[src/verilog/sat_bin_pkg.sv]
package sat_bin_pkg;

    // bin geometry
    localparam int NUM_CLAUSES_A_BIN = 8;
    localparam int NUM_VARS_A_BIN    = 8;
    localparam int NUM_LVLS_A_BIN    = 8;

    localparam int WIDTH_CLAUSE      = NUM_VARS_A_BIN * 2;
    localparam int WIDTH_BIN_ID      = 10;
    localparam int WIDTH_VAR_ID      = 9;
    localparam int WIDTH_VAR_STATE   = 30;
    localparam int WIDTH_LVL         = 9;
    localparam int WIDTH_LVL_STATE   = 30;
    localparam int ADDR_WIDTH_BIN    = 9;
    localparam int WIDTH_PRE_DATA    = 30;

    // level state word: deciding bin on top, backtrack flag at bit 0
    localparam int LVL_BIN_MSB       = 29;
    localparam int LVL_BIN_LSB       = 20;
    localparam int LVL_HAS_BKT       = 0;

    typedef enum logic [2:0] {
        IDLE, FETCH, SEARCH_ISSUE, SEARCH_CHECK, LVL_LOAD, DRAIN, DONE
    } load_state_e;

    typedef enum logic [1:0] {
        SEL_CLAUSE, SEL_VAR_ID, SEL_VAR_STATE, SEL_LVL_STATE
    } mem_sel_e;

endpackage
[src/verilog/engine_load_if.sv]
`timescale 1ns/1ns

interface engine_load_if;
    import sat_bin_pkg::*;

    // one-hot slot strobes, each with its data word
    logic [NUM_CLAUSES_A_BIN-1:0] wr_clause;
    logic [WIDTH_CLAUSE-1:0]      clause;
    logic [NUM_VARS_A_BIN-1:0]    wr_var_state;
    logic [WIDTH_VAR_STATE-1:0]   var_state;
    logic [NUM_LVLS_A_BIN-1:0]    wr_lvl_state;
    logic [WIDTH_LVL_STATE-1:0]   lvl_state;

    modport loader (output wr_clause, clause, wr_var_state, var_state,
                           wr_lvl_state, lvl_state);
    modport arrays (input  wr_clause, clause, wr_var_state, var_state,
                           wr_lvl_state, lvl_state);

endinterface

[src/verilog/local_arrays.sv]
`timescale 1ns/1ns

module local_arrays
(
    input  logic                                   clk,
    input  logic                                   rst,
    engine_load_if.arrays                          eng,
    input  sat_bin_pkg::mem_sel_e                  rd_sel_i,
    input  logic [2:0]                             rd_idx_i,
    output logic [sat_bin_pkg::WIDTH_PRE_DATA-1:0] rd_data_o
);
    import sat_bin_pkg::*;

    logic [WIDTH_CLAUSE-1:0]    clause_q [NUM_CLAUSES_A_BIN];
    logic [WIDTH_VAR_STATE-1:0] var_st_q [NUM_VARS_A_BIN];
    logic [WIDTH_LVL_STATE-1:0] lvl_st_q [NUM_LVLS_A_BIN];

    always_ff @(posedge clk)
    begin
        if (rst)
        begin
            clause_q <= '{default: '0};
            var_st_q <= '{default: '0};
            lvl_st_q <= '{default: '0};
        end
        else
        begin
            for (int k = 0; k < NUM_CLAUSES_A_BIN; k++)
            begin
                if (eng.wr_clause[k])
                    clause_q[k] <= eng.clause;
            end
            for (int k = 0; k < NUM_VARS_A_BIN; k++)
            begin
                if (eng.wr_var_state[k])
                    var_st_q[k] <= eng.var_state;
            end
            for (int k = 0; k < NUM_LVLS_A_BIN; k++)
            begin
                if (eng.wr_lvl_state[k])
                    lvl_st_q[k] <= eng.lvl_state;
            end
        end
    end

    // var ids are not kept locally, so both var selects read the state slots
    always_comb
    begin
        case (rd_sel_i)
            SEL_CLAUSE:    rd_data_o = WIDTH_PRE_DATA'(clause_q[rd_idx_i]);
            SEL_VAR_ID:    rd_data_o = WIDTH_PRE_DATA'(var_st_q[rd_idx_i]);
            SEL_VAR_STATE: rd_data_o = WIDTH_PRE_DATA'(var_st_q[rd_idx_i]);
            default:       rd_data_o = WIDTH_PRE_DATA'(lvl_st_q[rd_idx_i]);
        endcase
    end

endmodule

[src/flat_wrapper.sv]
// flat-port wrapper written by rule: the top's interface ports become plain ports
module local_arrays_flat import sat_bin_pkg::*;
  (clk, rst, rd_sel_i, rd_idx_i, rd_data_o, eng_wr_clause, eng_clause, eng_wr_var_state, eng_var_state, eng_wr_lvl_state, eng_lvl_state);
  engine_load_if eng_i ();
  input  logic clk;
  input  logic rst;
  input  sat_bin_pkg::mem_sel_e rd_sel_i;
  input  logic [2:0] rd_idx_i;
  output logic [sat_bin_pkg::WIDTH_PRE_DATA-1:0] rd_data_o;
  input wire logic [$bits(eng_i.wr_clause)-1:0] eng_wr_clause;
  input wire logic [$bits(eng_i.clause)-1:0] eng_clause;
  input wire logic [$bits(eng_i.wr_var_state)-1:0] eng_wr_var_state;
  input wire logic [$bits(eng_i.var_state)-1:0] eng_var_state;
  input wire logic [$bits(eng_i.wr_lvl_state)-1:0] eng_wr_lvl_state;
  input wire logic [$bits(eng_i.lvl_state)-1:0] eng_lvl_state;
  assign eng_i.wr_clause = eng_wr_clause;
  assign eng_i.clause = eng_clause;
  assign eng_i.wr_var_state = eng_wr_var_state;
  assign eng_i.var_state = eng_var_state;
  assign eng_i.wr_lvl_state = eng_wr_lvl_state;
  assign eng_i.lvl_state = eng_lvl_state;
  local_arrays u_core (.clk(clk), .rst(rst), .eng(eng_i), .rd_sel_i(rd_sel_i), .rd_idx_i(rd_idx_i), .rd_data_o(rd_data_o));
endmodule
[config.mk]
export PLATFORM = sky130hd
export DESIGN_NAME = local_arrays_flat
export DESIGN_NICKNAME = d
export VERILOG_FILES = /design/src/verilog/sat_bin_pkg.sv /design/src/verilog/engine_load_if.sv /design/src/verilog/local_arrays.sv /design/src/flat_wrapper.sv
export SDC_FILE = /design/constraint.sdc
export NUM_CORES = 1
export LEC_CHECK = 0
export ABC_AREA = 1
export BUFFER_PORTS_ARGS = -buffer_cell sky130_fd_sc_hd__clkbuf_2
export CORE_AREA = 10 10 260 287
export CTS_CLUSTER_DIAMETER = 30
export CTS_CLUSTER_SIZE = 16
export DETAILED_ROUTE_END_ITERATION = 10
export DIE_AREA = 0 0 270 297
export HOLD_SLACK_MARGIN = 0.15
export PLACE_DENSITY_LB_ADDON = 0.1
export SLEW_MARGIN = 20
export SYNTH_ARGS = -nofsm -noshare
export SYNTH_HDL_FRONTEND = slang
export SYNTH_SLANG_ARGS = --single-unit
[constraint.sdc]
create_clock -name clk -period 3.45 [get_ports clk]
set_input_delay 0.345 -clock clk [delete_from_list [all_inputs] [get_ports clk]]
set_output_delay 0.345 -clock clk [all_outputs]
set_load 0.02 [all_outputs]
==> flow_summary.toml, run 1 <==
[floorplanning]
ios = 137
die_w_um = 270
core_mm2 = 0.0686
chipHeight_um = 297
rows = 101
start_util = 0.397
die-area_mm2 = 0.0802

[clock_network]
clockRootBuffer = "clkbuf_16"
ctsLongestPathBuffers = 3
clk_latency_ns = 0.69
cts_inserted_buffers = 140
clk_pin_slew_ns = 0.05
cts_tree = "built"
h-tree-depth = 4
cts_setup_buffers = 0
clock_sinks = 608

[pwr]
power_switching_uw = 6030
sw_frac_of_total = 0.258
p_int_uw = 17300
seqPwrFrac = 0.327
pwr-share-comb = 0.100
vdd_drop_max_uv = 427
p_per_area_mw_per_mm2 = 688
clkPwrFrac = 0.573
p_leak_uw = 0.0142
total_power_uw = 23400

[synth]
synth_top_area_frac = 0.447
muxShareOfSynthArea = 0
ys_warn_count = 0
yosysUniqueCellTypes = 19
synth_compound_area_frac = 0.189
ys_seq_area_frac = 0.447
synth_top_family_by_area = "simple AND/OR/NAND/NOR gates"
yosysTopAreaCell = "dfxtp_1"
synth-simple-area-share = 0.269
syn_nets = 4104
syn-mean-instance-area_um2 = 6.82
syn_inst = 3995
netlist_area_mm2 = 0.0272
synthXorXnorAreaFrac = 0
synth-adder-area-share = 0.000918
ys_ff_latch = 608
ys_top_cells_by_area = "dfxtp_1 45%, nand2_1 15%, nor2_1 7.6%, a21oi_1 7.1%, a211oi_1 6.2%"

[sta]
finalHoldViolations = 0
hold_slack_ns = 0.169
fin_tns_setup_ns = 0
maxSlewViolCount = 0
rsz0062_at_grt = "no"
fmax_ghz = 0.390
tightest_slew_ns = 1.06
slew_headroom = 0.291
fin_skew_ns = 0
period_minus_slack_ns = 2.56
fin_crit_sh = 0.743
setup_viol = 0
setup_slack_ns = 0.887

[min_path]
hold_depth = 2
hold_end = "u_core.lvl_st_q[123]"
min_path_type = "primary input to register"
hp-start = "rst"

[critical_path]
critical_path_buf_inv_count = 4
slowest_stage = "buf_4"
r2r_setup_slack_ns = 2.73
reg2reg_to = "u_core.clause_q[50]"
crit_family = "buffers and inverters"
critPathLaunchType = "primary input"
required_ns = 3.11
reg2reg_from = "u_core.clause_q[50]"
slowest_delay_ns = 0.41
path_class = "primary input to output pin"
cp-end-kind = "output pin"
worstPathArrival_ns = 2.22
ff2ff_path_depth = 2
crit_chain = "buf_8 -> inv_8 -> buf_4 -> nor2_1 -> o211ai_1 -> nand3_1 -> nand2_1 -> clkbuf_2"
critPathMaxFanout = 44

[global_routing]
grt_start_max_net_pins = 108
grtUsageTotal = 0.231
overflow = 0
grt_pass1_wl_um = 148000
grt_pass1_vias = 24900
antenna_found_initial = 7

[final_layout]
layout_common_cells = "1086 x nand2_1, 608 x dfxtp_1, 553 x nor2_1"
area_growth_pct = 24.6
fill_cells = 6919
multi_input_area_mm2 = 0.0125
drive_gt1_frac = 0.108
fin_nets = 4153
mostFrequentLayoutCell = "nand2_1"
post-route-cell-area_mm2 = 0.0339
register_area_mm2 = 0.0122

[detailed_routing]
routed_via_density = 5.14
drc = 0
first_pass_iters = 5
drt_first_iter_violations = 1930
avgRoutedWirePerCell_um = 18.8
finalWirelength_um = 95500
ant_nets = 0
vias = 26100

[run]
cap_violations = 0

[placement]
place_congestion = 0.778
placed_area_mm2 = 0.0282
dp_hpwl_um = 54800
preCtsSetupSlack_ns = 0.886
port_buffers = 136

[run_status]
status = "completed"
## flip-flops by register name, summed over array words and instances, names as in the netlist
| signal | flops |
|---|---|
| u_core.clause_q | 128 |
| u_core.lvl_st_q | 240 |
| u_core.var_st_q | 240 |
## power by group through the flow
stage	logic (µW)	registers (µW)	clock network [µW]
6_report	2340	7640	13400
5_1_grt	2600	7680	13900
4_1_cts	2340	7640	13500
3_5_place_dp	2240	7760	0
3_3_place_gp	2240	7760	0
2_1_floorplan	1530	7720	0
## how the worst max path moves through the flow
stage	from	slack (ns)	depth (start not counted)	endpoint
floorplan	rd_sel_i[0]	1.54	8	rd_data_o[16]
global placement	rd_idx_i[0]	0.88	8	rd_data_o[29]
detailed placement	rd_idx_i[0]	0.89	8	rd_data_o[29]
CTS	u_core.var_st_q[134]	0.86	9	rd_data_o[14]
global route	rd_idx_i[0]	0.73	11	rd_data_o[12]
finish	rd_idx_i[0]	0.89	8	rd_data_o[29]
## metrics by stage
stage / cells / util
floorplan: 3995 / -
global placement: 4739 / 0.411
detailed placement: 4739 / 0.411
CTS: 5085 / 0.494
global route: 5088 / 0.495
finish: 5089 / 0.495
## area by class of cell
type / count / share of cell area
antenna: 4 / 0.000295
clock buffer: 192 / 0.120
clock inverter: 64 / 0.0227
inverter: 255 / 0.0285
multi-input combinational: 2749 / 0.368
sequential: 608 / 0.359
tap: 927 / 0.0342
timing repair buffer: 290 / 0.0676
## what timing repair did
action	CTS	global route
hold endpoints to repair	608	0
setup endpoints to repair	0	0
hold buffers	90	0
resized for setup	0	0
## cell families (layout without fill, tap and decap cells)
family,Yosys count,count (layout)
AND/OR/NAND/NOR,1875,1875
AO/OA/AOI/OAI,872,872
buffers and inverters,638,801
flip-flops,608,608
adder cells (fa/ha/maj),2,2
other,0,4
## cell usage after synthesis
cell type	count
nand2_1	1086
dfxtp_1	608
nor2_1	553
a21oi_1	384
inv_1	246
nand3_1	236
a211oi_1	224
clkbuf_1	167
o21ai_0	126
buf_1	99
buf_2	91
o211ai_1	88
o21ai_1	50
clkbuf_2	17
inv_2	8
buf_4	7
buf_6	2
ha_1	2
clkinv_1	1
## layer usage
layer	track usage	up-vias	wire length, µm
met5	0	-	23
met4	0.0802	6	2040
met3	0.0383	125	4870
met2	0.373	668	44700
met1	0.307	12300	43900
li1	-	13100	-
No activity file was read; power rests on OpenSTA's default activity.
==> inputs of run 2 (changes only) <==
==> constraint.sdc (replaced) <==
create_clock -name clk -period 2.1 [get_ports clk]
set_input_delay 0.21 -clock clk [delete_from_list [all_inputs] [get_ports clk]]
set_output_delay 0.21 -clock clk [all_outputs]
set_load 0.02 [all_outputs]
==> run 2 against run 1 <==
Via count is 2.5% higher. Die area stayed put. Worst setup slack worse by 0.84 ns. Final area is 7.6% higher. Final cell count is 2.3% higher. Register-to-register slack worse by 1.9 ns. Count of clock-buffer cells in the layout is 4 higher. First-iteration DRC count is 11% higher. Sequential share of layout area is 2.4 points lower. Critical path depth is 1 higher. Hold slack better by 0.22 ns.
==> flow_summary.toml, run 2 (synthesis gave the netlist of run 1 again) <==
[run_status]
status = "completed"

[critical_path]
slowest_stage = "dfxtp_2"
critPathMaxFanout = 2
critPathLaunchType = "register"
reg2reg_to = "u_core.clause_q[49]"
reg2reg_from = "u_core.clause_q[49]"
path_class = "register to output pin"
slowest_delay_ns = 0.33
ff2ff_path_depth = 3
worstPathArrival_ns = 1.85
crit_end = "rd_data_o[9]"
crit_start = "u_core.var_st_q[99]"
cp-end-kind = "output pin"
crit_chain = "nor2_2 -> nor2_1 -> nand2_1 -> nand3_2 -> nand3_4 -> nand2_4 -> nand2_2 -> nand2_2 -> buf_8"
crit_top_cell = "nand2_2"
r2r_setup_slack_ns = 0.88
required_ns = 1.89

[sta]
tightest_slew_ns = 0.590
maxSlewViolCount = 0
finalHoldViolations = 0
setup_viol = 0
fmax_ghz = 0.486
slew_headroom = 0.606
rsz0062_at_grt = "yes"
fin_crit_sh = 0.980
fin_skew_ns = 0
period_minus_slack_ns = 2.06

[detailed_routing]
ant_nets = 0
avgRoutedWirePerCell_um = 18.6
first_pass_iters = 5
routed_via_density = 5.15
drt_first_iter_violations = 2149
vias = 26800
finalWirelength_um = 97000
drc = 0

[clock_network]
clockRootBuffer = "clkbuf_16"
cts_inserted_buffers = 142
clk_pin_slew_ns = 0.04
h-tree-depth = 4
cts_tree = "built"
clk_latency_ns = 0.71
ctsLongestPathBuffers = 3
clock_sinks = 608

[final_layout]
mostFrequentLayoutCell = "nand2_1"
fill_cells = 6597
multi_input_area_mm2 = 0.0133
drive_gt1_frac = 0.162
area_growth_pct = 34.0
reg_top3 = "u_core.lvl_st_q (240), u_core.var_st_q (240), u_core.clause_q (128)"
layout_common_cells = "1034 x nand2_1, 577 x dfxtp_1, 544 x nor2_1"
register_area_mm2 = 0.0122
final_cells = 5205
fin_nets = 4270

[pwr]
p_leak_uw = 0.0152
total_power_uw = 39700
p_per_area_mw_per_mm2 = 1090
vdd_drop_max_uv = 701

[placement]
dp_hpwl_um = 56100
placed_cells = 4802
place_congestion = 0.782
port_buffers = 136

[global_routing]
grtUsageTotal = 0.236
grt_start_max_net_pins = 95
antenna_found_initial = 6
overflow = 0
grt_pass1_wl_um = 152000
grt_pass1_vias = 25900

[floorplanning]
core_mm2 = 0.0686
ios = 137
chipHeight_um = 297
die-area_mm2 = 0.0802
start_util = 0.397
rows = 101
die_w_um = 270

[run]
cap_violations = 0

[min_path]
min_path_type = "primary input to register"
-- run 2: cell count changes in the layout (fill, tap and decap cells not counted), moves of 33 or more --
cell / before / now
buf_4: 49 / 88
dlygate4sd3_1: 90 / 138
nand3_1: 236 / 151
nand2_2: 0 / 33
nand3_2: 0 / 70
nand2_1: 1086 / 1034
buf_12: 16 / 50
-- run 2: per-layer routing --
| layer | track usage | up-vias | share of wire |
|---|---|---|---|
| li1 | - | 13300 | - |
| met1 | 0.308 | 12600 | 0.45 |
| met2 | 0.377 | 697 | 0.47 |
| met3 | 0.0432 | 174 | 0.052 |
| met4 | 0.0998 | 8 | 0.031 |
| met5 | 0 | - | 0.00033 |
-- run 2: worst max-delay path: cells and delay by family (launching register included) --
family        cells  cell delay [ns]
buf+inv           1             0.11
flops             1             0.33
simple gates      8             0.69
-- run 2: layout make-up --
type,count,area share
well taps,927,0.0318
clock inverters,63,0.0245
inverters,255,0.0265
flip-flops and latches,608,0.334
repair buffers,405,0.108
diodes,2,0.000137
clock buffers,196,0.111
multi-input cells,2749,0.364
-- run 2: worst min path at each step --
stage / end / slack [ns] / start / depth (start not counted)
after floorplan: u_core.clause_q[118] / 0.35 / eng_wr_clause[0] / 2
after global placement: u_core.var_st_q[86] / 0.45 / u_core.var_st_q[86] / 2
after detailed placement: u_core.lvl_st_q[180] / 0.45 / u_core.lvl_st_q[180] / 2
after CTS: u_core.clause_q[53] / 0.36 / eng_wr_clause[4] / 4
after global routing: u_core.var_st_q[218] / 0.40 / eng_wr_var_state[0] / 4
final: u_core.lvl_st_q[233] / 0.39 / eng_lvl_state[23] / 4
-- run 2: repair_timing --
| item | 4_1_cts | 5_1_grt |
|---|---|---|
| setup buffers | 0 | 6 |
| pin swaps | 51 | 105 |
| gates resized for setup | 135 | 172 |
| hold buffers | 138 | 0 |
| hold endpoints to repair | 608 | 0 |
| setup endpoints to repair | 28 | 30 |
-- run 2: per-stage QoR --
step	instance area, µm²	setup TNS, ns	utilization	hold slack [ns]	setup slack (ns)
floorplan	27200	0	-	0.350	0.456
global placement	29100	-0.231	0.424	0.446	-0.101
detailed placement	29100	-0.256	0.424	0.449	-0.106
CTS	36000	-0.349	0.524	0.362	-0.0457
global route	36500	-0.478	0.532	0.396	-0.0603
finish	36500	0	0.532	0.385	0.0418
-- run 2: report_power, final --
group | switching [µW] | internal [µW] | leakage [µW] | total, µW
Combinational | 2830 | 1640 | 0.00776 | 4470
Clock | 7050 | 15700 | 0.00242 | 22700
Sequential | 274 | 12300 | 0.00504 | 12600
