$ cat src/verilog/sat_bin_pkg.sv
package sat_bin_pkg;

    // bin geometry
    localparam int NUM_CLAUSES_A_BIN = 8;
    localparam int NUM_VARS_A_BIN    = 8;
    localparam int NUM_LVLS_A_BIN    = 8;

    localparam int WIDTH_CLAUSE      = NUM_VARS_A_BIN * 2;
    localparam int WIDTH_BIN_ID      = 10;
    localparam int WIDTH_VAR_ID      = 9;
    localparam int WIDTH_VAR_STATE   = 30;
    localparam int WIDTH_LVL         = 9;
    localparam int WIDTH_LVL_STATE   = 30;
    localparam int ADDR_WIDTH_BIN    = 9;
    localparam int WIDTH_PRE_DATA    = 30;

    // level state word: deciding bin on top, backtrack flag at bit 0
    localparam int LVL_BIN_MSB       = 29;
    localparam int LVL_BIN_LSB       = 20;
    localparam int LVL_HAS_BKT       = 0;

    typedef enum logic [2:0] {
        IDLE, FETCH, SEARCH_ISSUE, SEARCH_CHECK, LVL_LOAD, DRAIN, DONE
    } load_state_e;

    typedef enum logic [1:0] {
        SEL_CLAUSE, SEL_VAR_ID, SEL_VAR_STATE, SEL_LVL_STATE
    } mem_sel_e;

endpackage
$ cat src/verilog/engine_load_if.sv
`timescale 1ns/1ns

interface engine_load_if;
    import sat_bin_pkg::*;

    // one-hot slot strobes, each with its data word
    logic [NUM_CLAUSES_A_BIN-1:0] wr_clause;
    logic [WIDTH_CLAUSE-1:0]      clause;
    logic [NUM_VARS_A_BIN-1:0]    wr_var_state;
    logic [WIDTH_VAR_STATE-1:0]   var_state;
    logic [NUM_LVLS_A_BIN-1:0]    wr_lvl_state;
    logic [WIDTH_LVL_STATE-1:0]   lvl_state;

    modport loader (output wr_clause, clause, wr_var_state, var_state,
                           wr_lvl_state, lvl_state);
    modport arrays (input  wr_clause, clause, wr_var_state, var_state,
                           wr_lvl_state, lvl_state);

endinterface

$ cat src/verilog/bin_mem_if.sv
`timescale 1ns/1ns

interface bin_mem_if;
    import sat_bin_pkg::*;

    logic [ADDR_WIDTH_BIN-1:0]  addr_c;
    logic [ADDR_WIDTH_BIN-1:0]  addr_v;
    logic [WIDTH_VAR_ID-1:0]    addr_vs;
    logic [WIDTH_LVL-1:0]       addr_ls;

    // one cycle behind the address
    logic [WIDTH_CLAUSE-1:0]    data_c;
    logic [WIDTH_VAR_ID-1:0]    data_v;
    logic [WIDTH_VAR_STATE-1:0] data_vs;
    logic [WIDTH_LVL_STATE-1:0] data_ls;

    modport loader (output addr_c, addr_v, addr_vs, addr_ls,
                    input  data_c, data_v, data_vs, data_ls);
    modport store  (input  addr_c, addr_v, addr_vs, addr_ls,
                    output data_c, data_v, data_vs, data_ls);

endinterface

$ cat src/verilog/load_bin.sv
`timescale 1ns/1ns

module load_bin
(
    input  logic                                  clk,
    input  logic                                  rst,
    input  logic                                  start_load_i,
    input  logic [sat_bin_pkg::WIDTH_BIN_ID-1:0]  request_bin_num_i,
    input  logic [sat_bin_pkg::WIDTH_LVL-1:0]     cur_lvl_i,
    output logic                                  apply_load_o,
    output logic                                  done_load_o,
    output logic [sat_bin_pkg::WIDTH_LVL-1:0]     base_lvl_o,
    output logic                                  base_lvl_en_o,
    bin_mem_if.loader                             mem,
    engine_load_if.loader                         eng
);
    import sat_bin_pkg::*;

    load_state_e                          state_q;
    load_state_e                          state_d;
    logic [WIDTH_BIN_ID-1:0]              req_bin_q;
    logic [WIDTH_LVL-1:0]                 cur_lvl_q;
    logic [WIDTH_LVL-1:0]                 lvl_ptr_q;
    logic [$clog2(NUM_CLAUSES_A_BIN)-1:0] fetch_cnt_q;
    logic [$clog2(NUM_LVLS_A_BIN)-1:0]    lvl_cnt_q;
    logic [ADDR_WIDTH_BIN-1:0]            bin_base;
    logic                                 fetch_first;
    logic                                 fetch_first_q;
    logic                                 lvl_first;
    logic                                 bin_match;
    logic                                 drain_busy;
    logic [NUM_CLAUSES_A_BIN-1:0]         wr_c_q;
    logic [NUM_VARS_A_BIN-1:0]            wr_vs_q;
    logic [NUM_LVLS_A_BIN-1:0]            wr_ls_q;

    // bin b starts at entry b*8
    assign bin_base    = ADDR_WIDTH_BIN'(req_bin_q) << $clog2(NUM_CLAUSES_A_BIN);
    assign fetch_first = (state_q == FETCH) && (fetch_cnt_q == '0);
    assign lvl_first   = (state_q == LVL_LOAD) && (lvl_cnt_q == '0);
    assign bin_match   = (mem.data_ls[LVL_BIN_MSB:LVL_BIN_LSB] == req_bin_q);

    // strobes still to fire after this cycle
    assign drain_busy = fetch_first_q
                      | (|wr_c_q[NUM_CLAUSES_A_BIN-2:0])
                      | (|wr_vs_q[NUM_VARS_A_BIN-2:0])
                      | (|wr_ls_q[NUM_LVLS_A_BIN-2:0]);

    always_comb
    begin
        state_d = state_q;
        case (state_q)
            IDLE:
                if (start_load_i)
                    state_d = FETCH;
            FETCH:
                if (fetch_cnt_q == $clog2(NUM_CLAUSES_A_BIN)'(NUM_CLAUSES_A_BIN - 1))
                    state_d = SEARCH_ISSUE;
            SEARCH_ISSUE:
                state_d = SEARCH_CHECK;
            SEARCH_CHECK:
                if (bin_match && lvl_ptr_q != '0)
                    state_d = SEARCH_ISSUE;
                else
                    state_d = LVL_LOAD;
            LVL_LOAD:
                if (lvl_cnt_q == $clog2(NUM_LVLS_A_BIN)'(NUM_LVLS_A_BIN - 1))
                    state_d = DRAIN;
            DRAIN:
                if (!drain_busy)
                    state_d = DONE;
            DONE:
                state_d = IDLE;
            default:
                state_d = IDLE;
        endcase
    end

    always_ff @(posedge clk)
    begin
        if (rst)
        begin
            state_q     <= IDLE;
            fetch_cnt_q <= '0;
            lvl_cnt_q   <= '0;
        end
        else
        begin
            state_q     <= state_d;
            fetch_cnt_q <= (state_q == FETCH) ? fetch_cnt_q + 1'b1 : '0;
            lvl_cnt_q   <= (state_q == LVL_LOAD) ? lvl_cnt_q + 1'b1 : '0;
        end
    end

    always_ff @(posedge clk)
    begin
        if (state_q == IDLE && start_load_i)
        begin
            req_bin_q <= request_bin_num_i;
            cur_lvl_q <= cur_lvl_i;
        end
    end

    // walk down the level list while the deciding bin matches
    always_ff @(posedge clk)
    begin
        if (rst)
        begin
            lvl_ptr_q     <= '0;
            base_lvl_o    <= '0;
            base_lvl_en_o <= 1'b0;
        end
        else if (state_q == IDLE && start_load_i)
        begin
            lvl_ptr_q     <= cur_lvl_i;
            base_lvl_en_o <= 1'b0;
        end
        else if (state_q == SEARCH_CHECK)
        begin
            if (bin_match && lvl_ptr_q != '0)
                lvl_ptr_q <= lvl_ptr_q - 1'b1;
            else
            begin
                base_lvl_en_o <= 1'b1;
                if (bin_match)
                    base_lvl_o <= '0;
                else if (lvl_ptr_q == cur_lvl_q)
                    base_lvl_o <= cur_lvl_q;
                else
                    base_lvl_o <= lvl_ptr_q + 1'b1;
            end
        end
    end

    // one-hot strobes follow the read latency, var state is two deep
    always_ff @(posedge clk)
    begin
        if (rst)
        begin
            fetch_first_q <= 1'b0;
            wr_c_q        <= '0;
            wr_vs_q       <= '0;
            wr_ls_q       <= '0;
        end
        else
        begin
            fetch_first_q <= fetch_first;
            wr_c_q        <= fetch_first ? NUM_CLAUSES_A_BIN'(1) : wr_c_q << 1;
            wr_vs_q       <= fetch_first_q ? NUM_VARS_A_BIN'(1) : wr_vs_q << 1;
            wr_ls_q       <= lvl_first ? NUM_LVLS_A_BIN'(1) : wr_ls_q << 1;
        end
    end

    assign mem.addr_c  = bin_base + ADDR_WIDTH_BIN'(fetch_cnt_q);
    assign mem.addr_v  = bin_base + ADDR_WIDTH_BIN'(fetch_cnt_q);
    // var id goes straight back out as the state address
    assign mem.addr_vs = mem.data_v;
    assign mem.addr_ls = (state_q == LVL_LOAD) ? base_lvl_o + WIDTH_LVL'(lvl_cnt_q)
                                               : lvl_ptr_q;

    assign eng.wr_clause    = wr_c_q;
    assign eng.clause       = mem.data_c;
    assign eng.wr_var_state = wr_vs_q;
    assign eng.var_state    = mem.data_vs;
    assign eng.wr_lvl_state = wr_ls_q;
    assign eng.lvl_state    = mem.data_ls;

    assign apply_load_o = (state_q != IDLE);
    assign done_load_o  = (state_q == DONE);

endmodule

$ cat src/flat_wrapper.sv
// flat-port wrapper written by rule: the top's interface ports become plain ports
module load_bin_flat import sat_bin_pkg::*;
  (clk, rst, start_load_i, request_bin_num_i, cur_lvl_i, apply_load_o, done_load_o, base_lvl_o, base_lvl_en_o, mem_addr_c, mem_addr_v, mem_addr_vs, mem_addr_ls, mem_data_c, mem_data_v, mem_data_vs, mem_data_ls, eng_wr_clause, eng_clause, eng_wr_var_state, eng_var_state, eng_wr_lvl_state, eng_lvl_state);
  bin_mem_if mem_i ();
  engine_load_if eng_i ();
  input  logic clk;
  input  logic rst;
  input  logic start_load_i;
  input  logic [sat_bin_pkg::WIDTH_BIN_ID-1:0] request_bin_num_i;
  input  logic [sat_bin_pkg::WIDTH_LVL-1:0] cur_lvl_i;
  output logic apply_load_o;
  output logic done_load_o;
  output logic [sat_bin_pkg::WIDTH_LVL-1:0] base_lvl_o;
  output logic base_lvl_en_o;
  output wire logic [$bits(mem_i.addr_c)-1:0] mem_addr_c;
  output wire logic [$bits(mem_i.addr_v)-1:0] mem_addr_v;
  output wire logic [$bits(mem_i.addr_vs)-1:0] mem_addr_vs;
  output wire logic [$bits(mem_i.addr_ls)-1:0] mem_addr_ls;
  input wire logic [$bits(mem_i.data_c)-1:0] mem_data_c;
  input wire logic [$bits(mem_i.data_v)-1:0] mem_data_v;
  input wire logic [$bits(mem_i.data_vs)-1:0] mem_data_vs;
  input wire logic [$bits(mem_i.data_ls)-1:0] mem_data_ls;
  output wire logic [$bits(eng_i.wr_clause)-1:0] eng_wr_clause;
  output wire logic [$bits(eng_i.clause)-1:0] eng_clause;
  output wire logic [$bits(eng_i.wr_var_state)-1:0] eng_wr_var_state;
  output wire logic [$bits(eng_i.var_state)-1:0] eng_var_state;
  output wire logic [$bits(eng_i.wr_lvl_state)-1:0] eng_wr_lvl_state;
  output wire logic [$bits(eng_i.lvl_state)-1:0] eng_lvl_state;
  assign mem_addr_c = mem_i.addr_c;
  assign mem_addr_v = mem_i.addr_v;
  assign mem_addr_vs = mem_i.addr_vs;
  assign mem_addr_ls = mem_i.addr_ls;
  assign mem_i.data_c = mem_data_c;
  assign mem_i.data_v = mem_data_v;
  assign mem_i.data_vs = mem_data_vs;
  assign mem_i.data_ls = mem_data_ls;
  assign eng_wr_clause = eng_i.wr_clause;
  assign eng_clause = eng_i.clause;
  assign eng_wr_var_state = eng_i.wr_var_state;
  assign eng_var_state = eng_i.var_state;
  assign eng_wr_lvl_state = eng_i.wr_lvl_state;
  assign eng_lvl_state = eng_i.lvl_state;
  load_bin u_core (.clk(clk), .rst(rst), .start_load_i(start_load_i), .request_bin_num_i(request_bin_num_i), .cur_lvl_i(cur_lvl_i), .apply_load_o(apply_load_o), .done_load_o(done_load_o), .base_lvl_o(base_lvl_o), .base_lvl_en_o(base_lvl_en_o), .mem(mem_i), .eng(eng_i));
endmodule
$ cat config.mk
export PLATFORM = sky130hd
export DESIGN_NAME = load_bin_flat
export DESIGN_NICKNAME = d
export VERILOG_FILES = /design/src/verilog/sat_bin_pkg.sv /design/src/verilog/engine_load_if.sv /design/src/verilog/bin_mem_if.sv /design/src/verilog/load_bin.sv /design/src/flat_wrapper.sv
export SDC_FILE = /design/constraint.sdc
export NUM_CORES = 1
export LEC_CHECK = 0
export ABC_CLOCK_PERIOD_IN_PS = 3300
export BUFFER_PORTS_ARGS = -buffer_cell sky130_fd_sc_hd__buf_2
export CAP_MARGIN = 30
export CORE_MARGIN = 2
export CORE_UTILIZATION = 47
export DETAILED_ROUTE_END_ITERATION = 12
export HOLD_SLACK_MARGIN = 0.1
export PLACE_DENSITY_LB_ADDON = 0.12
export SYNTH_ARGS = -nofsm -noshare
export SYNTH_HDL_FRONTEND = slang
export SYNTH_SLANG_ARGS = --single-unit
export TNS_END_PERCENT = 20
$ cat constraint.sdc
create_clock -name clk -period 3.3 [get_ports clk]
set_clock_uncertainty 0.05 [all_clocks]
set_input_delay 0.66 -clock clk [delete_from_list [all_inputs] [get_ports clk]]
set_output_delay 0.66 -clock clk [all_outputs]
set_load 0.02 [all_outputs]
==> results.yml, run 1 <==
status:
  run_status: "finished, final reports clean"
hold_path:
  hold_end: "u_core.base_lvl_en_o"
  hold_path.class: "flip-flop to flip-flop"
  hp-start: "u_core.base_lvl_en_o"
  min_path_cells: 1
sta:
  hold_viol_final: 0
  max_freq_mhz: 362
  grt_setup_unrepaired: "false"
  finalCritPeriodShare_pct: 83.8
  slew_viol_final: 0
  finalCriticalPeriod_ps: 2770
  final.setup.tns_ps: 0
  max_slew_margin_pct: 58.3
  tightestPinTransition_ps: 624
  setup_viol: 0
logic_synthesis:
  synthTopCellsByCount: "buf_4 (101), dfxtp_1 (52), and2_1 (23)"
  ys_seq_area_share_pct: 38.4
  yosys.cell_count.top_type: "buf_4"
  synth_top_family_by_area: "buffers and inverters"
  synthArstFlopShare_pct: 0
  synth_top_area_share_pct: 24.8
  synth.avg_cell_area_um2: 9.39
  synthesis.area_um2: 4200
  synthAdderAreaFrac_pct: 3.76
  synth_xor_area_share_pct: 6.89
  syn_nets: 566
  synthSimpleGateAreaFrac_pct: 17.8
  synth_mux_area_share_pct: 2.62
  yosys_register_bits: 71
  synth.distinct_cells: 46
  synth_cells: 447
  synth-edff-count: 19
  synthFlopType: "dfxtp_1"
  synth_area_leaders: "dfxtp_1 (25%), buf_4 (18%), edfxtp_1 (14%)"
  synth-compound-area-share_pct: 8.53
  yosysTopAreaCell: "dfxtp_1"
  synth-warning-count: 0
routing:
  routed_wirelength_um: 8540
  via_per_inst: 5.20
  drc: 0
  num_vias: 2900
  wire_per_inst_um: 15.3
  drt_iter0_drc: 116
  ant_nets: 0
  first_pass_iters: 4
clock_network:
  cts_resized: 0
  root_buffer: "clkbuf_8"
  numCtsBuffers: 9
  clk_latency_ps: 340
  clock-sinks: 71
  htree_num_levels: 3
  cts_hold_buf: 0
  postCtsSetupBuffers: 0
  clkTransAtPathRegs_ps: 80
  clk_path_buf_depth: 2
  cts_tree: "built"
global_route:
  grt_pass1_vias: 2841
  gr-total-overflow: 0
  grt_pass1_wl_um: 13900
  antenna_found_initial: 0
  grt_usage_pct: 17.7
  grt_max_degree: 24
job:
  cap_viol_max_count: 0
setup_path:
  crit_start: "u_core.lvl_cnt_q[0]"
  r2r_cells: 7
  cp_max_fo: 4
  regToRegSetupSlack_ps: 980
  rr_endpoint: "u_core.lvl_ptr_q[3]"
  cp.required_ps: 2590
  cp.arrival_ps: 2060
  worst_setup_path_start_kind: "flip-flop"
  critical_path_class: "flip-flop to output pin"
  timing.rr.start: "u_core.lvl_ptr_q[0]"
  critPathCaptureType: "output pin"
place:
  gp_congestion: 0.826
  dpl.hpwl_um: 6510
  io_buffers: 104
cells_and_area:
  nets: 565
  drive_gt1_share_pct: 28.9
  post-route-util_pct: 48.6
  diodes: 0
  area_growth_syn_to_layout_pct: 0.596
  nFillCells: 861
floorplan:
  rows: 34
  die_h_um: 98.5
  die_width_um: 98.5
  placeableCoreArea_um2: 8680
  die_area_um2: 9700
  io_pins: 255
  initial_core_util_pct: 48.4
power_and_ir_drop:
  p_leak_nw: 1.95
  vdd_drop_max_mv: 0.167
  p_per_area_nw_per_um2: 441
==> critical path, cell delays in order, from the launching register on <==
cell     delay [ps]
dfxtp_1         340
ha_1            220
fa_1            410
a21oi_1         160
nor2_1           90
nand3_1         110
xnor2_1          60
o21ai_0         140
buf_2           190
==> worst max path at each step <==
stage	endpoint	slack [ps]	cells after the start
detailed placement	mem_addr_ls[6]	880	8
global route	mem_addr_ls[6]	380	8
floorplan	mem_addr_ls[6]	730	7
finish	mem_addr_ls[6]	530	8
CTS	mem_addr_ls[6]	500	8
global placement	mem_addr_ls[8]	920	8
==> cells in the final DEF (no fill, tap or decap), types with 3 or more instances in the layout <==
cell type,synthesis,final
buf_2,10,104
buf_4,101,4
a21oi_1,6,6
o21ai_0,13,13
nand4_1,6,6
o32ai_1,10,10
clkbuf_8,0,9
nand2_1,20,20
clkinv_2,0,3
mux2i_1,11,11
and2_1,23,23
nand2b_1,3,3
nor2b_1,5,5
nor2_1,18,18
xnor2_1,15,15
nand3_1,11,11
a311oi_1,5,5
a21o_1,3,3
edfxtp_1,19,19
nor3_1,9,9
inv_1,22,22
dfxtp_1,52,52
nor4_1,10,10
and3_1,6,6
xor2_1,18,18
or3_1,5,5
ha_1,11,11
==> sequential cells by signal, summed over array words and instances (netlist names) <==
register / flops
u_core.req_bin_q: 10
u_core.base_lvl_o: 9
u_core.cur_lvl_q: 9
u_core.lvl_ptr_q: 9
u_core.eng.wr_clause: 8
u_core.eng.wr_lvl_state: 8
u_core.eng.wr_var_state: 8
u_core.fetch_cnt_q: 3
u_core.lvl_cnt_q: 3
u_core.state_q: 3
u_core.base_lvl_en_o: 1
==> final cells by class <==
class | instances | area, um^2 | share of cell area (%)
multi-input combinational | 234 | 1660 | 39.3
sequential | 71 | 1610 | 38.2
timing repair buffer | 108 | 551 | 13.0
clock buffer | 10 | 149 | 3.53
tap | 108 | 135 | 3.20
inverter | 22 | 82.6 | 1.96
clock inverter | 5 | 32.5 | 0.771
==> power breakdown <==
| group | switching (mW) | internal [mW] |
|---|---|---|
| clock | 0.329 | 0.313 |
| combinational | 0.158 | 0.0965 |
| sequential | 0.0403 | 0.926 |
==> per-layer routing <==
layer | global-route usage (%) | vias to the layer above | routed length (um)
met5 | 0 | - | 0
met2 | 27.2 | 134 | 3780
li1 | - | 1426 | -
met4 | 7.38 | 0 | 170
met3 | 5.32 | 28 | 701
met1 | 23.2 | 1312 | 3900
==> kinds of logic after synthesis <==
| kind of cell | Yosys count |
|---|---|
| buf+inv | 142 |
| mux | 11 |
| compound gates | 49 |
| simple gates | 129 |
| fa+ha+maj | 12 |
| flops | 71 |
| xor+xnor | 33 |
==> stage by stage <==
step | cell area, um^2 | cells | worst slack, ps | hold WS, ps | total power, mW
floorplan | 4200 | 447 | 733 | 411 | 1.31
global placement | 4040 | 543 | 920 | 407 | 1.24
detailed placement | 4040 | 543 | 882 | 406 | 1.24
CTS | 4220 | 558 | 501 | 428 | 1.89
global route | 4220 | 558 | 378 | 428 | 1.95
finish | 4220 | 558 | 534 | 432 | 1.86
Power figures use the tool's default switching activity.
==> inputs of run 2 (changes only) <==
--- a/config.mk
+++ b/config.mk
@@ -5,11 +5,11 @@
 export SDC_FILE = /design/constraint.sdc
 export NUM_CORES = 1
 export LEC_CHECK = 0
-export ABC_CLOCK_PERIOD_IN_PS = 3300
+export ABC_CLOCK_PERIOD_IN_PS = 2200
 export BUFFER_PORTS_ARGS = -buffer_cell sky130_fd_sc_hd__buf_2
 export CAP_MARGIN = 30
 export CORE_MARGIN = 2
-export CORE_UTILIZATION = 47
+export CORE_UTILIZATION = 40
 export DETAILED_ROUTE_END_ITERATION = 12
 export HOLD_SLACK_MARGIN = 0.1
 export PLACE_DENSITY_LB_ADDON = 0.12
==> constraint.sdc (replaced) <==
create_clock -name clk -period 2.2 [get_ports clk]
set_clock_uncertainty 0.05 [all_clocks]
set_input_delay 0.44 -clock clk [delete_from_list [all_inputs] [get_ports clk]]
set_output_delay 0.44 -clock clk [all_outputs]
set_load 0.02 [all_outputs]
==> results.yml, run 2 (same netlist as run 1, synthesis figures left out) <==
status:
  run_status: "finished, violations left"
  violations: "setup timing"
power_and_ir_drop:
  pwr-share-seq_pct: 49.1
  switching_share_pct: 28.6
  p_leak_nw: 2.04
  clkPwrFrac_pct: 35.8
  p_int_mw: 2.08
  vdd_drop_max_mv: 0.303
  power_switching_mw: 0.832
  p_comb_share_pct: 15.1
  total_power_mw: 2.91
  p_per_area_nw_per_um2: 655
sta:
  finalCritPeriodShare_pct: 109
  max_slew_margin_pct: 69.0
  grt_setup_unrepaired: "true"
  max_freq_mhz: 419
  slew_viol_final: 0
  finalCriticalPeriod_ps: 2390
  final.setup.tns_ps: -995
  tightestPinTransition_ps: 464
  hold_slack_ps: 220
  setup_viol: 7
  setup_ws_ps: -188
  hold_viol_final: 0
routing:
  num_vias: 2952
  via_per_inst: 4.90
  wire_per_inst_um: 14.8
  drt_iter0_drc: 176
  routed_wirelength_um: 8900
  ant_nets: 0
  drc: 0
  first_pass_iters: 4
cells_and_area:
  top_register: "u_core.req_bin_q"
  nets: 580
  drive_gt1_share_pct: 33.3
  stdcell_area_um2: 4440
  largest_reg_flops: 10
  layout_common_cells: "buf_2 (100), dfxtp_1 (48), and2_1 (23), inv_1 (22), buf_4 (22)"
  diodes: 0
  final_common_cell: "buf_2"
  area_growth_syn_to_layout_pct: 5.81
  multiInputGateArea_um2: 1690
  nFillCells: 1066
  seq_area_um2: 1620
global_route:
  gr-total-overflow: 0
  grt_usage_pct: 15.9
  grt_max_degree: 22
  grt_pass1_wl_um: 14300
  grt_pass1_vias: 2803
  antenna_found_initial: 0
floorplan:
  io_pins: 255
  die_area_um2: 11300
  initial_core_util_pct: 40.8
  rows: 37
  die_h_um: 106
  placeableCoreArea_um2: 10300
  die_width_um: 106
clock_network:
  numCtsBuffers: 9
  clkTransAtPathRegs_ps: 80
  root_buffer: "clkbuf_8"
  cts_tree: "built"
  htree_num_levels: 3
  clock-sinks: 71
  clk_latency_ps: 340
  clk_path_buf_depth: 2
setup_path:
  worst_setup_path_start_kind: "flip-flop"
  critical_path_class: "flip-flop to output pin"
  cp.required_ps: 1710
  cp.arrival_ps: 1900
  critPathCaptureType: "output pin"
  cp_max_fo: 3
  regToRegSetupSlack_ps: 80
place:
  dpl_cell_area_um2: 4190
  gp_congestion: 0.806
  dpl.hpwl_um: 6910
  io_buffers: 104
job:
  cap_viol_max_count: 0
hold_path:
  hold_path.class: "primary input to flip-flop"
==> run 2: cell count changes in the layout (fill, tap and decap cells not counted), moves of 4 or more <==
cell,delta
dfxtp_2,+4
o21ai_1,+4
dfxtp_1,-4
o21ai_0,-4
buf_2,-4
buf_4,+18
==> run 2: layer usage <==
layer / GRT usage, % / routed length [um]
met1: 22.0 / 4200
met2: 23.9 / 3890
met3: 3.07 / 570
met4: 7.33 / 239
met5: 0 / 0
==> run 2: stage by stage <==
step / setup WS [ps] / instances / util [%]
3_5_place_dp: 6.96 / 585 / 40.8
3_3_place_gp: 51.1 / 585 / 40.8
2_1_floorplan: -146 / 447 / -
4_1_cts: -194 / 602 / 43.2
5_1_grt: -273 / 602 / 43.2
6_report: -188 / 602 / 43.2
==> run 2: power by group through the flow <==
| stage | clock network (mW) | logic, mW | registers [mW] |
|---|---|---|---|
| global route | 1.14 | 0.487 | 1.44 |
| CTS | 1.09 | 0.443 | 1.43 |
| global placement | 0 | 0.436 | 1.46 |
| floorplan | 0 | 0.511 | 1.45 |
| detailed placement | 0 | 0.438 | 1.46 |
| finish | 1.04 | 0.438 | 1.43 |
==> run 2: repair_timing <==
| action | in CTS | in global routing |
|---|---|---|
| endpoints found under the setup margin | 8 | 13 |
| hold buffers | 0 | 0 |
| resized for setup | 16 | 2 |
| pin swaps | 4 | 4 |
| buffers inserted | 1 | 0 |
| endpoints found under the hold margin | 0 | 0 |
==> run 2: area by class of cell <==
cell class	instances	share of cell area [%]
clock buffers	11	3.66
clock inverters	5	0.817
inverters	22	1.86
multi-input cells	234	38.0
flip-flops and latches	71	36.4
well taps	136	3.83
repair buffers	123	15.4
==> run 2: critical path, stage by stage, from the launching register on <==
cell     delay (ps)
dfxtp_2         340
ha_4            160
fa_2            360
a21oi_2         180
nor2_2           70
nand3_1          90
xnor2_1         120
o21ai_1          70
buf_4           160
==> run 2: worst paths after layout <==
path / start / endpoint / cells past startpoint
setup / recovery: u_core.base_lvl_o[0] / mem_addr_ls[6] / 8
hold / removal: request_bin_num_i[2] / u_core.req_bin_q[2] / 1
setup reg to reg: u_core.lvl_ptr_q[1] / u_core.lvl_ptr_q[5] / 7
hold reg to reg: u_core.base_lvl_en_o / u_core.base_lvl_en_o / 1
==> inputs of run 3 (changes only) <==
--- a/config.mk
+++ b/config.mk
@@ -8,12 +8,14 @@
 export ABC_CLOCK_PERIOD_IN_PS = 2200
 export BUFFER_PORTS_ARGS = -buffer_cell sky130_fd_sc_hd__buf_2
 export CAP_MARGIN = 30
+export CORE_ASPECT_RATIO = 1.1
 export CORE_MARGIN = 2
 export CORE_UTILIZATION = 40
 export DETAILED_ROUTE_END_ITERATION = 12
 export HOLD_SLACK_MARGIN = 0.1
 export PLACE_DENSITY_LB_ADDON = 0.12
+export RECOVER_POWER = 100
 export SYNTH_ARGS = -nofsm -noshare
 export SYNTH_HDL_FRONTEND = slang
 export SYNTH_SLANG_ARGS = --single-unit
-export TNS_END_PERCENT = 20
+export TNS_END_PERCENT = 30
==> results.yml, run 3 (same netlist as run 1, synthesis figures left out) <==
cells_and_area:
  nets: 587
  final_common_cell: "buf_2"
  layout_common_cells: "buf_2 (62), dfxtp_1 (48), clkbuf_1 (40), buf_4 (29), inv_1 (22)"
  diodes: 0
  largest_reg_flops: 10
  area_growth_syn_to_layout_pct: 8.26
  drive_gt1_share_pct: 26.4
  top_register: "u_core.req_bin_q"
global_route:
  grt_pass1_vias: 3052
  antenna_found_initial: 0
  grtUsageMet3_pct: 6.15
  grt.busiest_layer: "met2"
  grtUsageMet1_pct: 20.9
  met2_usage_pct: 26.7
  grt_max_degree: 24
  gr-total-overflow: 0
  grt_usage_pct: 17.2
  grt_pass1_wl_um: 15200
sta:
  max_freq_mhz: 417
  grt_setup_unrepaired: "true"
  tightestPinTransition_ps: 902
  hold_slack_ps: 233
  max_slew_margin_pct: 39.9
  finalCritPeriodShare_pct: 109
  hold_viol_final: 0
  slew_viol_final: 0
  setup_ws_ps: -196
  finalCriticalPeriod_ps: 2400
  setup_viol: 7
  final.setup.tns_ps: -1000
job:
  cap_viol_max_count: 0
power_and_ir_drop:
  p_per_area_nw_per_um2: 706
  p_leak_nw: 1.96
  vdd_drop_max_mv: 0.351
clock_network:
  cts_tree: "built"
  clk_path_buf_depth: 2
  clk_latency_ps: 330
  clkTransAtPathRegs_ps: 60
  cts_hold_buf: 0
  htree_num_levels: 3
  clock-sinks: 71
  root_buffer: "clkbuf_16"
  numCtsBuffers: 9
setup_path:
  worst_setup_path_start_kind: "flip-flop"
  cp_max_fo: 2
  critPathCaptureType: "output pin"
  crit_start: "u_core.base_lvl_o[0]"
  cp.required_ps: 1710
  regToRegSetupSlack_ps: 180
  rr_endpoint: "u_core.lvl_ptr_q[5]"
  endpoint: "mem_addr_ls[2]"
  cp.arrival_ps: 1910
  critical_path_class: "flip-flop to output pin"
  r2r_cells: 7
  timing.rr.start: "u_core.lvl_ptr_q[0]"
floorplan:
  die_h_um: 111
  placeableCoreArea_um2: 10300
  die_width_um: 102
  rows: 39
  io_pins: 255
  initial_core_util_pct: 40.8
  die_area_um2: 11300
hold_path:
  hold_path.class: "primary input to flip-flop"
routing:
  num_vias: 3075
  ant_nets: 0
  routed_wirelength_um: 9770
  first_pass_iters: 4
  drt_iter0_drc: 134
  drc: 0
  via_per_inst: 4.99
  wire_per_inst_um: 15.9
place:
  gp_congestion: 0.789
  dpl.hpwl_um: 7550
  io_buffers: 104
status:
  violations: "setup timing"
  run_status: "finished, violations left"
## run 3: cell count changes in the layout (fill, tap and decap cells not counted), moves of 3 or more
cell	delta
clkbuf_1	+40
buf_2	-38
clkbuf_8	-9
clkbuf_16	+8
buf_4	+7
and2_0	+5
and2_1	-5
nand3_1	-3
nand3_2	+3
## run 3: layout make-up
class                           instances  area (um^2)
Clock buffer                           11          243
Clock inverter                          5         31.3
Fill cell                            1059         5750
Tap cell                              143          179
Multi-Input combinational cell        234         1720
Timing Repair Buffer                  130          674
Inverter                               22         82.6
Sequential cell                        71         1620
## run 3: timing repair
item,in CTS,in global routing
resized for setup,12,9
pin swaps,7,7
setup buffers,2,0
setup endpoints to repair,7,8
## run 3: worst max-delay path, stage by stage (launching register included)
cell	delay (ps)
dfxtp_2	330
ha_4	160
fa_2	370
buf_4	150
xnor2_1	120
o21ai_0	230
buf_2	220
## run 3: how the worst min path moves through the flow
stage	startpoint	endpoint	slack (ps)	cells past startpoint
finish	request_bin_num_i[7]	u_core.req_bin_q[7]	230	1
CTS	request_bin_num_i[9]	u_core.req_bin_q[9]	220	1
detailed placement	u_core.eng.wr_var_state[1]	u_core.eng.wr_var_state[2]	420	1
global placement	u_core.eng.wr_lvl_state[4]	u_core.eng.wr_lvl_state[5]	410	1
global route	request_bin_num_i[4]	u_core.req_bin_q[4]	220	1
floorplan	u_core.lvl_cnt_q[0]	u_core.lvl_cnt_q[0]	410	1
## run 3: metal layers
| metal | share of wire (%) | wire [um] |
|---|---|---|
| met5 | 0.45 | 44 |
| met4 | 3.3 | 324 |
| met3 | 7.3 | 717 |
| met2 | 46 | 4460 |
| met1 | 43 | 4220 |
## run 3: power breakdown
part	internal (mW)	switching (mW)
clock	0.793	0.547
sequential	1.39	0.0452
combinational	0.164	0.266
total	2.35	0.859
## run 3: stage by stage
stage / util (%) / worst slack [ps] / cells / cell area (um^2) / total power, mW
2_1_floorplan: - / -146 / 447 / 4200 / 1.96
3_3_place_gp: 41.1 / 39.6 / 598 / 4230 / 1.90
3_5_place_dp: 41.1 / 19.3 / 598 / 4230 / 1.90
4_1_cts: 44.3 / -190 / 616 / 4560 / 3.25
5_1_grt: 44.1 / -289 / 616 / 4540 / 3.35
6_report: 44.1 / -196 / 616 / 4540 / 3.21
